`src/cache_cfg.svh`:
```
// Data cache size configuration
`ifndef CACHE_CFG_SVH
`define CACHE_CFG_SVH

// Associativity and geometry of the cache
`define CACHE_WAYS 4
`define CACHE_SETS 16
`define LINE_WORDS 4

// Address is word addressed, so a line is LINE_WORDS consecutive addresses
`define ADDR_W 16
`define DATA_W 32

// Nonzero start value for the victim LFSR
`define LFSR_SEED 16'hACE1

`endif

```
`src/cache_pkg.sv`:
```
// Data cache types
`include "cache_cfg.svh"

package cache_pkg;

	// Way number within a set
	typedef logic [$clog2(`CACHE_WAYS)-1:0] way_t;

	// Set index
	typedef logic [$clog2(`CACHE_SETS)-1:0] index_t;

	// Word position inside a line
	typedef logic [$clog2(`LINE_WORDS)-1:0] offset_t;

	// Tag takes whatever address bits are left above index and offset
	typedef logic [`ADDR_W-$bits(index_t)-$bits(offset_t)-1:0] tag_t;

	// A whole line, word 0 in the low bits
	typedef logic [`LINE_WORDS-1:0][`DATA_W-1:0] line_t;

	// CPU word address split into its cache fields
	typedef struct packed {
		tag_t    tag;
		index_t  index;
		offset_t offset;
	} cache_addr_t;

	// Controller FSM states
	typedef enum logic [2:0] {
		IDLE,
		LOOKUP,
		RESPOND,
		FILL,
		STORE
	} ctrl_state_t;

endpackage

```
`src/mem_bus_pkg.sv`:
```
// Memory bus types
`include "cache_cfg.svh"

package mem_bus_pkg;

	// One data word on the bus
	typedef logic [`DATA_W-1:0] word_t;

	// One word address on the bus
	typedef logic [`ADDR_W-1:0] maddr_t;

	// Peer that currently holds the bus
	typedef enum logic {
		OWN_FILL,
		OWN_STORE
	} owner_t;

endpackage

```
`src/line_fill.sv`:
```
// Cache line fill unit
`timescale 1ns/1ps
`include "cache_cfg.svh"

module line_fill import cache_pkg::*, mem_bus_pkg::*; (
	input  logic    clk,
	input  logic    arst_n,
	input  logic    fill_start,
	input  maddr_t  fill_addr,
	output logic    fill_breq,
	output maddr_t  fill_baddr,
	input  logic    grant,
	input  logic    mem_ack,
	input  word_t   mem_rdata,
	output logic    fill_we,
	output offset_t fill_offset,
	output word_t   fill_word,
	output logic    fill_done
);

	localparam int OFF_W = $bits(offset_t);

	logic                    active;
	logic [`ADDR_W-1:OFF_W]  line_base;
	offset_t                 cnt;
	logic                    beat;
	logic                    last;

	// A beat is an ack on a read we own
	assign beat = grant && mem_ack;
	assign last = (cnt == offset_t'(`LINE_WORDS - 1));

	// Reads walk the line from word 0 upward
	assign fill_breq  = active;
	assign fill_baddr = {line_base, cnt};

	// Each beat goes straight on to the controller
	assign fill_we     = beat;
	assign fill_offset = cnt;
	assign fill_word   = mem_rdata;
	assign fill_done   = beat && last;

	always_ff @(posedge clk or negedge arst_n) begin
		if (!arst_n) begin
			active <= 1'b0;
			cnt    <= '0;
		end else if (fill_start) begin
			active <= 1'b1;
			cnt    <= '0;
		end else if (beat) begin
			cnt <= cnt + 1'b1;
			// Drop the request on the last word
			if (last)
				active <= 1'b0;
		end
	end

	always_ff @(posedge clk) begin
		if (fill_start)
			line_base <= fill_addr[`ADDR_W-1:OFF_W];
	end

endmodule

```
`config.mk`:
```
export PLATFORM = sky130hd
export DESIGN_NAME = line_fill
export DESIGN_NICKNAME = d
export VERILOG_FILES = /design/src/cache_pkg.sv /design/src/mem_bus_pkg.sv /design/src/line_fill.sv
export VERILOG_INCLUDE_DIRS = /design/src /design/src/src
export SDC_FILE = /design/constraint.sdc
export NUM_CORES = 1
export LEC_CHECK = 0
export CAP_MARGIN = 15
export CORE_ASPECT_RATIO = 0.7
export CORE_MARGIN = 5
export CORE_UTILIZATION = 40
export CTS_CLUSTER_DIAMETER = 30
export DETAILED_ROUTE_END_ITERATION = 7
export DONT_BUFFER_PORTS = 1
export HOLD_SLACK_MARGIN = 0.05
export PLACE_DENSITY = 0.55
export SLEW_MARGIN = 0
export SYNTH_ARGS = -nofsm -noshare
export SYNTH_HDL_FRONTEND = slang
export SYNTH_SLANG_ARGS = --single-unit
```
`constraint.sdc`:
```
create_clock -name clk -period 0.8 [get_ports clk]
set_input_delay 0.08 -clock clk [delete_from_list [all_inputs] [get_ports clk]]
set_output_delay 0.08 -clock clk [all_outputs]
set_load 0.02 [all_outputs]
```
==> impl_metrics.csv, run 1 <==
group,metric,value,unit
routing,drt_iter0_drc,12,
critical_path,cp.arrival,1.16,ns
min_path,hold_path_depth,1,
power,internal-power,1.33,mW
logic_synthesis,netlist-cell-type-count,14,
timing,fmax,807,MHz
critical_path,crit_type,"reg2out",
min_path,holdPathEnd,"fill_offset[1]",
logic_synthesis,synth_ff_type,"edfxtp_1",
floorplan,num_io_pins,106,
logic_synthesis,yosys_warnings,0,
final_layout,final_util,49.6,%
power,p_per_area,1820,nW/µm²
cts,cts_hold_buf,16,
floorplan,start_util,43.5,%
logic_synthesis,synth_nets,116,
power,leakagePower,0.376,nW
timing,setup_tns,-3.45,ns
logic_synthesis,synthMostInstantiatedCell,"buf_4",
power,p_sw_share,23.1,%
cts,cts_tree,"built",
timing,slew_headroom,85.0,%
logic_synthesis,synth_area_leaders,"edfxtp_1 (50%), buf_4 (31%), dfrtp_1 (9.0%), mux2_4 (1.8%), ha_1 (1.5%)",
cts,clk_pin_slew,0.09,ns
critical_path,worst-path-max-fanout,2,
place,post-dp-hpwl,1100,µm
logic_synthesis,yosysSeqAreaShare,59.4,%
critical_path,r2r-start,"fill_offset[0]",
final_layout,stdcell_area,952,µm²
critical_path,reg2reg_slack,-0.38,ns
timing,slew_viol_final,0,
timing,finalCritPeriodShare,155,%
logic_synthesis,synth_top_area_cell,"edfxtp_1",
cts,clock_latency,0.28,ns
floorplan,coreArea,1920,µm²
timing,hold_viol,16,
logic_synthesis,synth_top_cell_area_share,50.4,%
power,clock_power_share,24.7,%
critical_path,ff2ff_path_depth,4,
routing,drtPass1Iterations,2,
logic_synthesis,ys_ff_latch,17,
logic_synthesis,ys_async_sr_fraction,17.6,%
critical_path,setup.worst_path.end_class,"output port",
timing,worstMarginPinSlew,0.225,ns
logic_synthesis,synth-edff-count,14,
cts,cts.sinks,17,
floorplan,die-area,3110,µm²
final_layout,drive_gt1_share,41.7,%
timing,skew,0.0000830,ns
run,max_cap_violations,0,
critical_path,rr_endpoint,"fill_offset[0]",
grt,overflow,0,
grt,globalRouteTotalUtil,10.4,%
grt,grt_max_degree,19,
logic_synthesis,syn_avg_cell_area,13.5,µm²
power,max-vdd-ir-drop,0.636,mV
cts,numCtsBuffers,3,
final_layout,final_cells,82,
cts,root_buffer,"clkbuf_4",
floorplan,die_w,64.6,µm
power,p_seq_share,65.5,%
place,place_inst,56,
routing,via_per_inst,4.96,
min_path,hp-class,"in2reg",
floorplan,die_y,48.2,µm
place,portBuffers,0,
final_layout,antenna_cells,0,
logic_synthesis,netlist_area,835,µm²
grt,grt_pass1_wl,2240,µm
critical_path,start_kind,"flop",
final_layout,area_delta_synth_final,14.1,%
place,dp_slack,-0.179,ns
routing,wirelength,1600,µm
power,power.total,1.73,mW
critical_path,cp.required,0.72,ns
run_status,status,"complete, but fails checks",
floorplan,num_rows,13,
cts,ctsLongestPathBuffers,2,
routing,drc,0,
place,place_congestion,0.696,
logic_synthesis,synth_cells,62,
timing,whs,-0.162,ns
logic_synthesis,ys_top_cells_by_count,"buf_4 (34), edfxtp_1 (14), dfrtp_1 (3)",
grt,grt_pass1_vias,427,
timing,fin_crit,1.24,ns
place,dpl_cell_area,684,µm²
timing,setup_slack,-0.440,ns
cts,cts-htree-levels,1,
final_layout,finalNetCount,115,
timing,setup_viol,23,
timing,rsz0062_at_grt,"true",
routing,vias,407,
min_path,hp-start,"fill_start",
routing,ant_nets,0,
routing,wl_per_cell,19.5,µm
power,p_sw,0.399,mW
run_status,violations,"negative hold slack, negative setup slack",
power,p_comb_share,9.8,%
grt,antenna_found_initial,0,
## registers in the layout, summed over array words and instances (netlist names)
register	flops
line_base	14
fill_breq	1
fill_offset	2
## how the worst max path moves through the flow
stage / startpoint / endpoint / depth (start not counted)
5_1_grt: fill_offset[0] / fill_done / 3
2_1_floorplan: fill_offset[0] / fill_offset[0] / 2
4_1_cts: fill_offset[1] / fill_done / 3
3_5_place_dp: fill_offset[1] / fill_breq / 3
6_report: fill_offset[0] / fill_done / 3
3_3_place_gp: fill_offset[1] / fill_done / 3
## area by class of cell
class / count / area (µm²)
multi-input combinational: 10 / 114
clock inverter: 1 / 5.00
tap: 22 / 27.5
sequential: 17 / 498
inverter: 1 / 3.75
clock buffer: 3 / 22.5
fill: 161 / 967
timing repair buffer: 28 / 282
## kinds of logic (layout without fill, tap and decap cells)
logic type	after synthesis	in the layout	share of synthesized area, %
compound gates	3	3	2.70
fa+ha+maj	1	1	1.50
buf+inv	35	33	31.0
flops	17	17	59.4
mux	1	1	1.80
simple gates	5	5	3.60
## metal layers
metal,share of wire (%),GRT usage (%),vias up
li1,-,-,167
met1,31,8.30,184
met2,55,19.9,48
met3,12,5.99,8
met4,2.4,7.98,0
met5,0,0,-
## power groups by stage
stage / Sequential (mW) / Clock, mW / Combinational, mW
2_1_floorplan: 1.16 / 0 / 0.276
3_3_place_gp: 1.16 / 0 / 0.0619
3_5_place_dp: 1.16 / 0 / 0.0657
4_1_cts: 1.14 / 0.455 / 0.151
5_1_grt: 1.14 / 0.513 / 0.179
6_report: 1.13 / 0.427 / 0.169
## placed cells by master, fill, tap and decap left out, drive strengths merged
master       count
a21bo            1
a21oi            1
and2             1
and3             1
buf             12
clkbuf           3
clkinv           1
dfrtp            3
dlygate4sd3     16
edfxtp          14
ha               1
inv              1
mux2             1
nand3            1
nor2             1
nor2b            1
o21bai           1
## what timing repair did
item                                    CTS  global route
endpoints found under the setup margin   23            23
hold endpoints to repair                 34            16
pin swaps                                 1             1
setup buffers                             3             3
gates resized for setup                   5             4
## worst max-delay path, stage by stage, from the launching register on
cell     delay, ns
dfrtp_2       0.44
ha_4          0.16
and3_4        0.16
buf_12        0.13
(Power assumes the default switching activity.)
==> inputs of run 2 (changes only) <==
--- a/config.mk
+++ b/config.mk
@@ -6,6 +6,7 @@
 export SDC_FILE = /design/constraint.sdc
 export NUM_CORES = 1
 export LEC_CHECK = 0
+export ABC_AREA = 1
 export CAP_MARGIN = 15
 export CORE_ASPECT_RATIO = 0.7
 export CORE_MARGIN = 5
@@ -15,6 +16,7 @@
 export DONT_BUFFER_PORTS = 1
 export HOLD_SLACK_MARGIN = 0.05
 export PLACE_DENSITY = 0.55
+export SKIP_LAST_GASP = 1
 export SLEW_MARGIN = 0
 export SYNTH_ARGS = -nofsm -noshare
 export SYNTH_HDL_FRONTEND = slang
==> impl_metrics.csv, run 2 <==
group,metric,value,unit
place,place_congestion,0.649,
critical_path,worst-path-max-fanout,2,
critical_path,crit_type,"reg2out",
final_layout,final-seq-area,498,µm²
grt,grt_max_degree,18,
floorplan,die-area,3120,µm²
cts,cts_hold_buf,17,
timing,skew,0.000487,ns
routing,via_per_inst,4.95,
floorplan,num_io_pins,106,
timing,finalCritPeriodShare,136,%
routing,wl_per_cell,18.1,µm
final_layout,final_cells,82,
timing,setup_tns,-2.26,ns
logic_synthesis,synth_top_family_by_area,"buffers and inverters",
logic_synthesis,ys_ff_latch,17,
critical_path,slowest_stage,"dfrtp_2",
place,dpl_cell_area,651,µm²
timing,whs,-0.0936,ns
routing,vias,406,
final_layout,num-fill-cells,171,
final_layout,finalNetCount,115,
logic_synthesis,synth_compound_area_share,0,%
cts,clock_latency,0.28,ns
power,leakagePower,0.344,nW
final_layout,final_common_cell,"dlygate4sd3_1",
final_layout,largest_reg_flops,14,
final_layout,regMostFlops,"line_base",
logic_synthesis,synthMostInstantiatedCell,"buf_4",
logic_synthesis,synth_top_cell_area_share,50.3,%
final_layout,antenna_cells,0,
logic_synthesis,synthSimpleGateAreaFrac,6.89,%
final_layout,stdcell_area,872,µm²
logic_synthesis,synth_area_leaders,"edfxtp_1 (50%), buf_4 (31%), dfrtp_1 (9.0%), nand2_1 (2.7%), nand3_1 (1.8%)",
min_path,hp-class,"in2reg",
critical_path,rr_endpoint,"fill_offset[1]",
logic_synthesis,ys_async_sr_fraction,17.6,%
critical_path,crit_chain,"ha_4, nand3_4, inv_4",
logic_synthesis,synth_cells,69,
final_layout,area_delta_synth_final,4.34,%
critical_path,ff2ff_path_depth,5,
cts,ctsLongestPathBuffers,2,
run_status,violations,"negative hold slack, negative setup slack",
power,power.total,1.81,mW
cts,cts.sinks,17,
critical_path,cp-startpoint,"fill_offset[1]",
power,max-vdd-ir-drop,1.07,mV
routing,drt_iter0_drc,8,
logic_synthesis,synthXorXnorAreaFrac,0,%
cts,cts_tree,"built",
cts,cts-htree-levels,1,
floorplan,die_y,48.2,µm
routing,wirelength,1480,µm
final_layout,drive_gt1_share,28.3,%
timing,worstMarginPinSlew,0.224,ns
logic_synthesis,netlist_area,836,µm²
timing,setup_viol,23,
place,portBuffers,0,
place,post-dp-hpwl,1070,µm
floorplan,num_rows,13,
critical_path,crit_family,"flip-flops",
critical_path,r2r-start,"fill_offset[0]",
timing,fin_crit,1.09,ns
routing,drc,0,
grt,grt_pass1_vias,417,
logic_synthesis,ys_top_cells_by_count,"buf_4 (34), edfxtp_1 (14), nand2_1 (6)",
logic_synthesis,synth_top_area_cell,"edfxtp_1",
floorplan,coreArea,1920,µm²
cts,clk_pin_slew,0.09,ns
final_layout,final_cell_mix,"dlygate4sd3_1 (17), edfxtp_1 (14), nand2_1 (5)",
logic_synthesis,synth_fa_ha_area_share,1.50,%
routing,drtPass1Iterations,2,
run,max_cap_violations,0,
critical_path,endpoint,"fill_done",
critical_path,path_depth,3,
logic_synthesis,synth_nets,123,
grt,globalRouteTotalUtil,9.30,%
logic_synthesis,syn_avg_cell_area,12.1,µm²
logic_synthesis,yosysSeqAreaShare,59.3,%
logic_synthesis,synth_ff_type,"edfxtp_1",
critical_path,setup.worst_path.end_class,"output port",
critical_path,cp.required,0.72,ns
floorplan,start_util,43.5,%
timing,fmax,919,MHz
timing,slew_headroom,85.1,%
run_status,status,"complete, but fails checks",
place,dp_slack,-0.140,ns
timing,slew_viol_final,0,
place,place_inst,60,
floorplan,die_w,64.6,µm
grt,antenna_found_initial,0,
critical_path,reg2reg_slack,-0.15,ns
grt,grt_pass1_wl,2090,µm
critical_path,start_kind,"flop",
logic_synthesis,yosys_warnings,0,
power,p_per_area,2080,nW/µm²
timing,setup_slack,-0.288,ns
cts,numCtsBuffers,3,
logic_synthesis,netlist-cell-type-count,10,
critical_path,critPathBufInv,1,
timing,rsz0062_at_grt,"true",
logic_synthesis,synth-edff-count,14,
cts,root_buffer,"clkbuf_4",
critical_path,max_stage_delay,0.44,ns
routing,ant_nets,0,
final_layout,final_util,45.4,%
grt,overflow,0,
timing,hold_viol,16,
final_layout,multi_input_area,97.6,µm²
critical_path,cp.arrival,1.01,ns
logic_synthesis,synthMuxAreaShare,0,%
-- run 2: cell types whose count changed in the layout (fill, tap and decap cells not counted), sizes merged, moves of 2 or more --
cell,change
nand2,+8
buf,-8
nand3,+2
inv,+3
-- run 2: worst min path at each step --
stage          cells past startpoint             end       start  slack (ns)
2_1_floorplan                      0       fill_breq      arst_n       -0.22
6_report                           0    line_base[8]  fill_start       -0.09
3_5_place_dp                       0       fill_breq      arst_n       -0.22
5_1_grt                            0    line_base[3]  fill_start       -0.13
4_1_cts                            0    line_base[8]  fill_start       -0.11
3_3_place_gp                       0  fill_offset[0]      arst_n       -0.22
-- run 2: layout make-up --
cell class	count	area share, %
clock buffers	3	2.58
clock inverters	1	0.574
inverters	4	2.01
multi-input cells	14	11.2
flip-flops and latches	17	57.1
well taps	22	3.16
repair buffers	21	23.4
-- run 2: report_power, final --
part | switching [mW] | internal (mW)
Clock | 0.250 | 0.185
Sequential | 0.111 | 1.05
Combinational | 0.109 | 0.108
Total | 0.470 | 1.34
-- run 2: worst register-to-register path: cells and delay by family, from the launching register on --
family                   cells  cell delay (ns)
buffers and inverters        1             0.03
AND/OR/NAND/NOR              3             0.18
adder cells (fa/ha/maj)      1             0.26
flip-flops                   1             0.43
-- run 2: repair_timing --
| item | in CTS | in global routing |
|---|---|---|
| gates resized for setup | 1 | 3 |
| endpoints found under the setup margin | 23 | 23 |
| pin swaps | 1 | 0 |
| setup buffers | 0 | 1 |
| endpoints found under the hold margin | 34 | 16 |
-- run 2: logic make-up after synthesis --
kind of cell	Yosys count
buf+inv	38
flops	17
simple gates	13
fa+ha+maj	1
-- run 2: routing by layer --
layer / global-route usage (%) / vias up / part of all wire, %
li1: - / 170 / -
met1: 7.29 / 176 / 31
met2: 17.0 / 46 / 53
met3: 5.76 / 14 / 12
met4: 8.40 / 0 / 3.5
met5: 0 / - / 0
==> inputs of run 3 (changes only) <==
--- a/config.mk
+++ b/config.mk
@@ -14,10 +14,11 @@
 export CTS_CLUSTER_DIAMETER = 30
 export DETAILED_ROUTE_END_ITERATION = 7
 export DONT_BUFFER_PORTS = 1
+export GPL_TIMING_DRIVEN = 0
 export HOLD_SLACK_MARGIN = 0.05
 export PLACE_DENSITY = 0.55
+export REMOVE_ABC_BUFFERS = 1
 export SKIP_LAST_GASP = 1
-export SLEW_MARGIN = 0
 export SYNTH_ARGS = -nofsm -noshare
 export SYNTH_HDL_FRONTEND = slang
 export SYNTH_SLANG_ARGS = --single-unit
==> impl_metrics.csv, run 3 (same netlist as run 2, synthesis figures left out) <==
group,metric,value,unit
run_status,status,"complete, but fails checks",
run_status,violations,"negative hold slack, negative setup slack",
place,place_congestion,0.612,
floorplan,die_w,64.6,µm
critical_path,r2r-start,"fill_offset[0]",
grt,globalRouteTotalUtil,16.8,%
cts,cts_tree,"built",
final_layout,drive_gt1_share,27.3,%
critical_path,setup.worst_path.end_class,"output port",
timing,skew,0.0000516,ns
place,portBuffers,0,
power,p_per_area,2170,nW/µm²
critical_path,cp-startpoint,"fill_offset[0]",
floorplan,num_io_pins,106,
grt,overflow,0,
critical_path,start_kind,"flop",
cts,root_buffer,"clkbuf_4",
critical_path,crit_type,"reg2out",
floorplan,num_rows,13,
floorplan,coreArea,1920,µm²
floorplan,die_y,48.2,µm
cts,numCtsBuffers,3,
routing,drt_iter0_drc,6,
cts,cts.sinks,17,
min_path,hp-class,"in2reg",
critical_path,cp.required,0.72,ns
final_layout,final-seq-area,499,µm²
timing,worstMarginPinSlew,0.275,ns
cts,clk_pin_slew,0.09,ns
floorplan,die-area,3120,µm²
final_layout,final_common_cell,"dlygate4sd3_1",
floorplan,start_util,43.5,%
grt,grt_max_degree,18,
final_layout,multi_input_area,90.1,µm²
power,leakagePower,0.319,nW
final_layout,largest_reg_flops,14,
final_layout,finalNetCount,110,
final_layout,final_cell_mix,"dlygate4sd3_1 (16), edfxtp_1 (14), nand2_1 (6)",
timing,fin_crit,1.25,ns
timing,hold_viol,17,
timing,setup_tns,-2.11,ns
cts,cts-htree-levels,1,
final_layout,antenna_cells,0,
timing,slew_viol_final,0,
cts,clock_latency,0.28,ns
run,max_cap_violations,0,
routing,wl_per_cell,32.9,µm
grt,grt_pass1_wl,3200,µm
timing,setup_slack,-0.446,ns
power,max-vdd-ir-drop,1.05,mV
final_layout,final_cells,77,
timing,setup_viol,23,
routing,ant_nets,0,
min_path,hp-start,"fill_start",
cts,cts_hold_buf,17,
final_layout,num-fill-cells,176,
routing,drtPass1Iterations,4,
timing,rsz0062_at_grt,"true",
grt,grt_pass1_vias,429,
grt,antenna_found_initial,0,
final_layout,regMostFlops,"line_base",
routing,via_per_inst,5.14,
timing,fmax,802,MHz
cts,ctsLongestPathBuffers,2,
routing,drc,0,
place,post-dp-hpwl,2200,µm
routing,wirelength,2530,µm
routing,vias,396,
power,power.total,1.78,mW
place,place_inst,57,
timing,whs,-0.0933,ns
final_layout,area_delta_synth_final,-1.95,%
critical_path,cp.arrival,1.17,ns
place,dp_slack,-0.436,ns
timing,slew_headroom,81.7,%
timing,finalCritPeriodShare,156,%
critical_path,worst-path-max-fanout,5,
## run 3: cell count changes in the layout (fill, tap and decap cells not counted)
| cell | before | now |
|---|---|---|
| dlygate4sd3_1 | 17 | 16 |
| dfrtp_1 | 1 | 0 |
| nor2_1 | 2 | 1 |
| nor2_2 | 0 | 1 |
| inv_1 | 2 | 1 |
| nand2_1 | 5 | 6 |
| buf_6 | 1 | 0 |
| nand3_2 | 0 | 1 |
| nand3_4 | 1 | 0 |
| dfrtp_2 | 2 | 3 |
| buf_4 | 3 | 0 |
| inv_4 | 1 | 0 |
| nand2_2 | 3 | 2 |
| inv_2 | 1 | 3 |
## run 3: critical path, cell delays in order (launching register included)
cell     delay [ns]
dfrtp_2        0.54
ha_4           0.18
nand3_2        0.06
inv_2          0.11
## run 3: where the power goes
part	internal [mW]	leakage, nW	switching (mW)
clock network	0.185	0.0177	0.240
registers	1.05	0.169	0.163
logic	0.0879	0.133	0.0575
## run 3: repair_timing
| action | CTS | global route |
|---|---|---|
| endpoints found under the setup margin | 23 | 26 |
| endpoints found under the hold margin | 34 | 17 |
| resized for setup | 9 | 0 |
| buffers inserted | 0 | 0 |
| pin swaps | 5 | 1 |
| gates cloned | 0 | 0 |
## run 3: stage by stage
| stage | util, % | cell area (µm²) | hold WS, ns |
|---|---|---|---|
| after detailed placement | 31.7 | 608 | -0.215 |
| after global routing | 42.7 | 820 | -0.131 |
| after floorplan | - | 581 | -0.216 |
| after CTS | 43.2 | 830 | -0.109 |
| after global placement | 31.7 | 608 | -0.216 |
| final | 42.7 | 820 | -0.0933 |
## run 3: worst paths after layout
check | end | slack (ns) | depth (start not counted)
worst max-delay path | fill_done | -0.45 | 3
worst min-delay path | line_base[8] | -0.09 | 0
worst max register to register | fill_offset[1] | -0.32 | 5
worst min register to register | fill_breq | 0.59 | 2
max in group asynchronous | fill_offset[1] | 0.58 | 1
min in group asynchronous | fill_offset[0] | 0.05 | 1
## run 3: per-layer routing
layer	GRT usage [%]	wire [µm]	vias to the layer above
met3	24.2	686	0
met5	0	0	-
li1	-	-	159
met1	15.6	923	172
met4	0	0	0
met2	22.3	923	65
## run 3: cell type report
class                   count  share of cell area (%)
clock inverters             1                   0.611
well taps                  22                    3.36
multi-input cells          14                    11.0
inverters                   4                    1.83
repair buffers             16                    19.5
flip-flops and latches     17                    60.9
clock buffers               3                    2.75
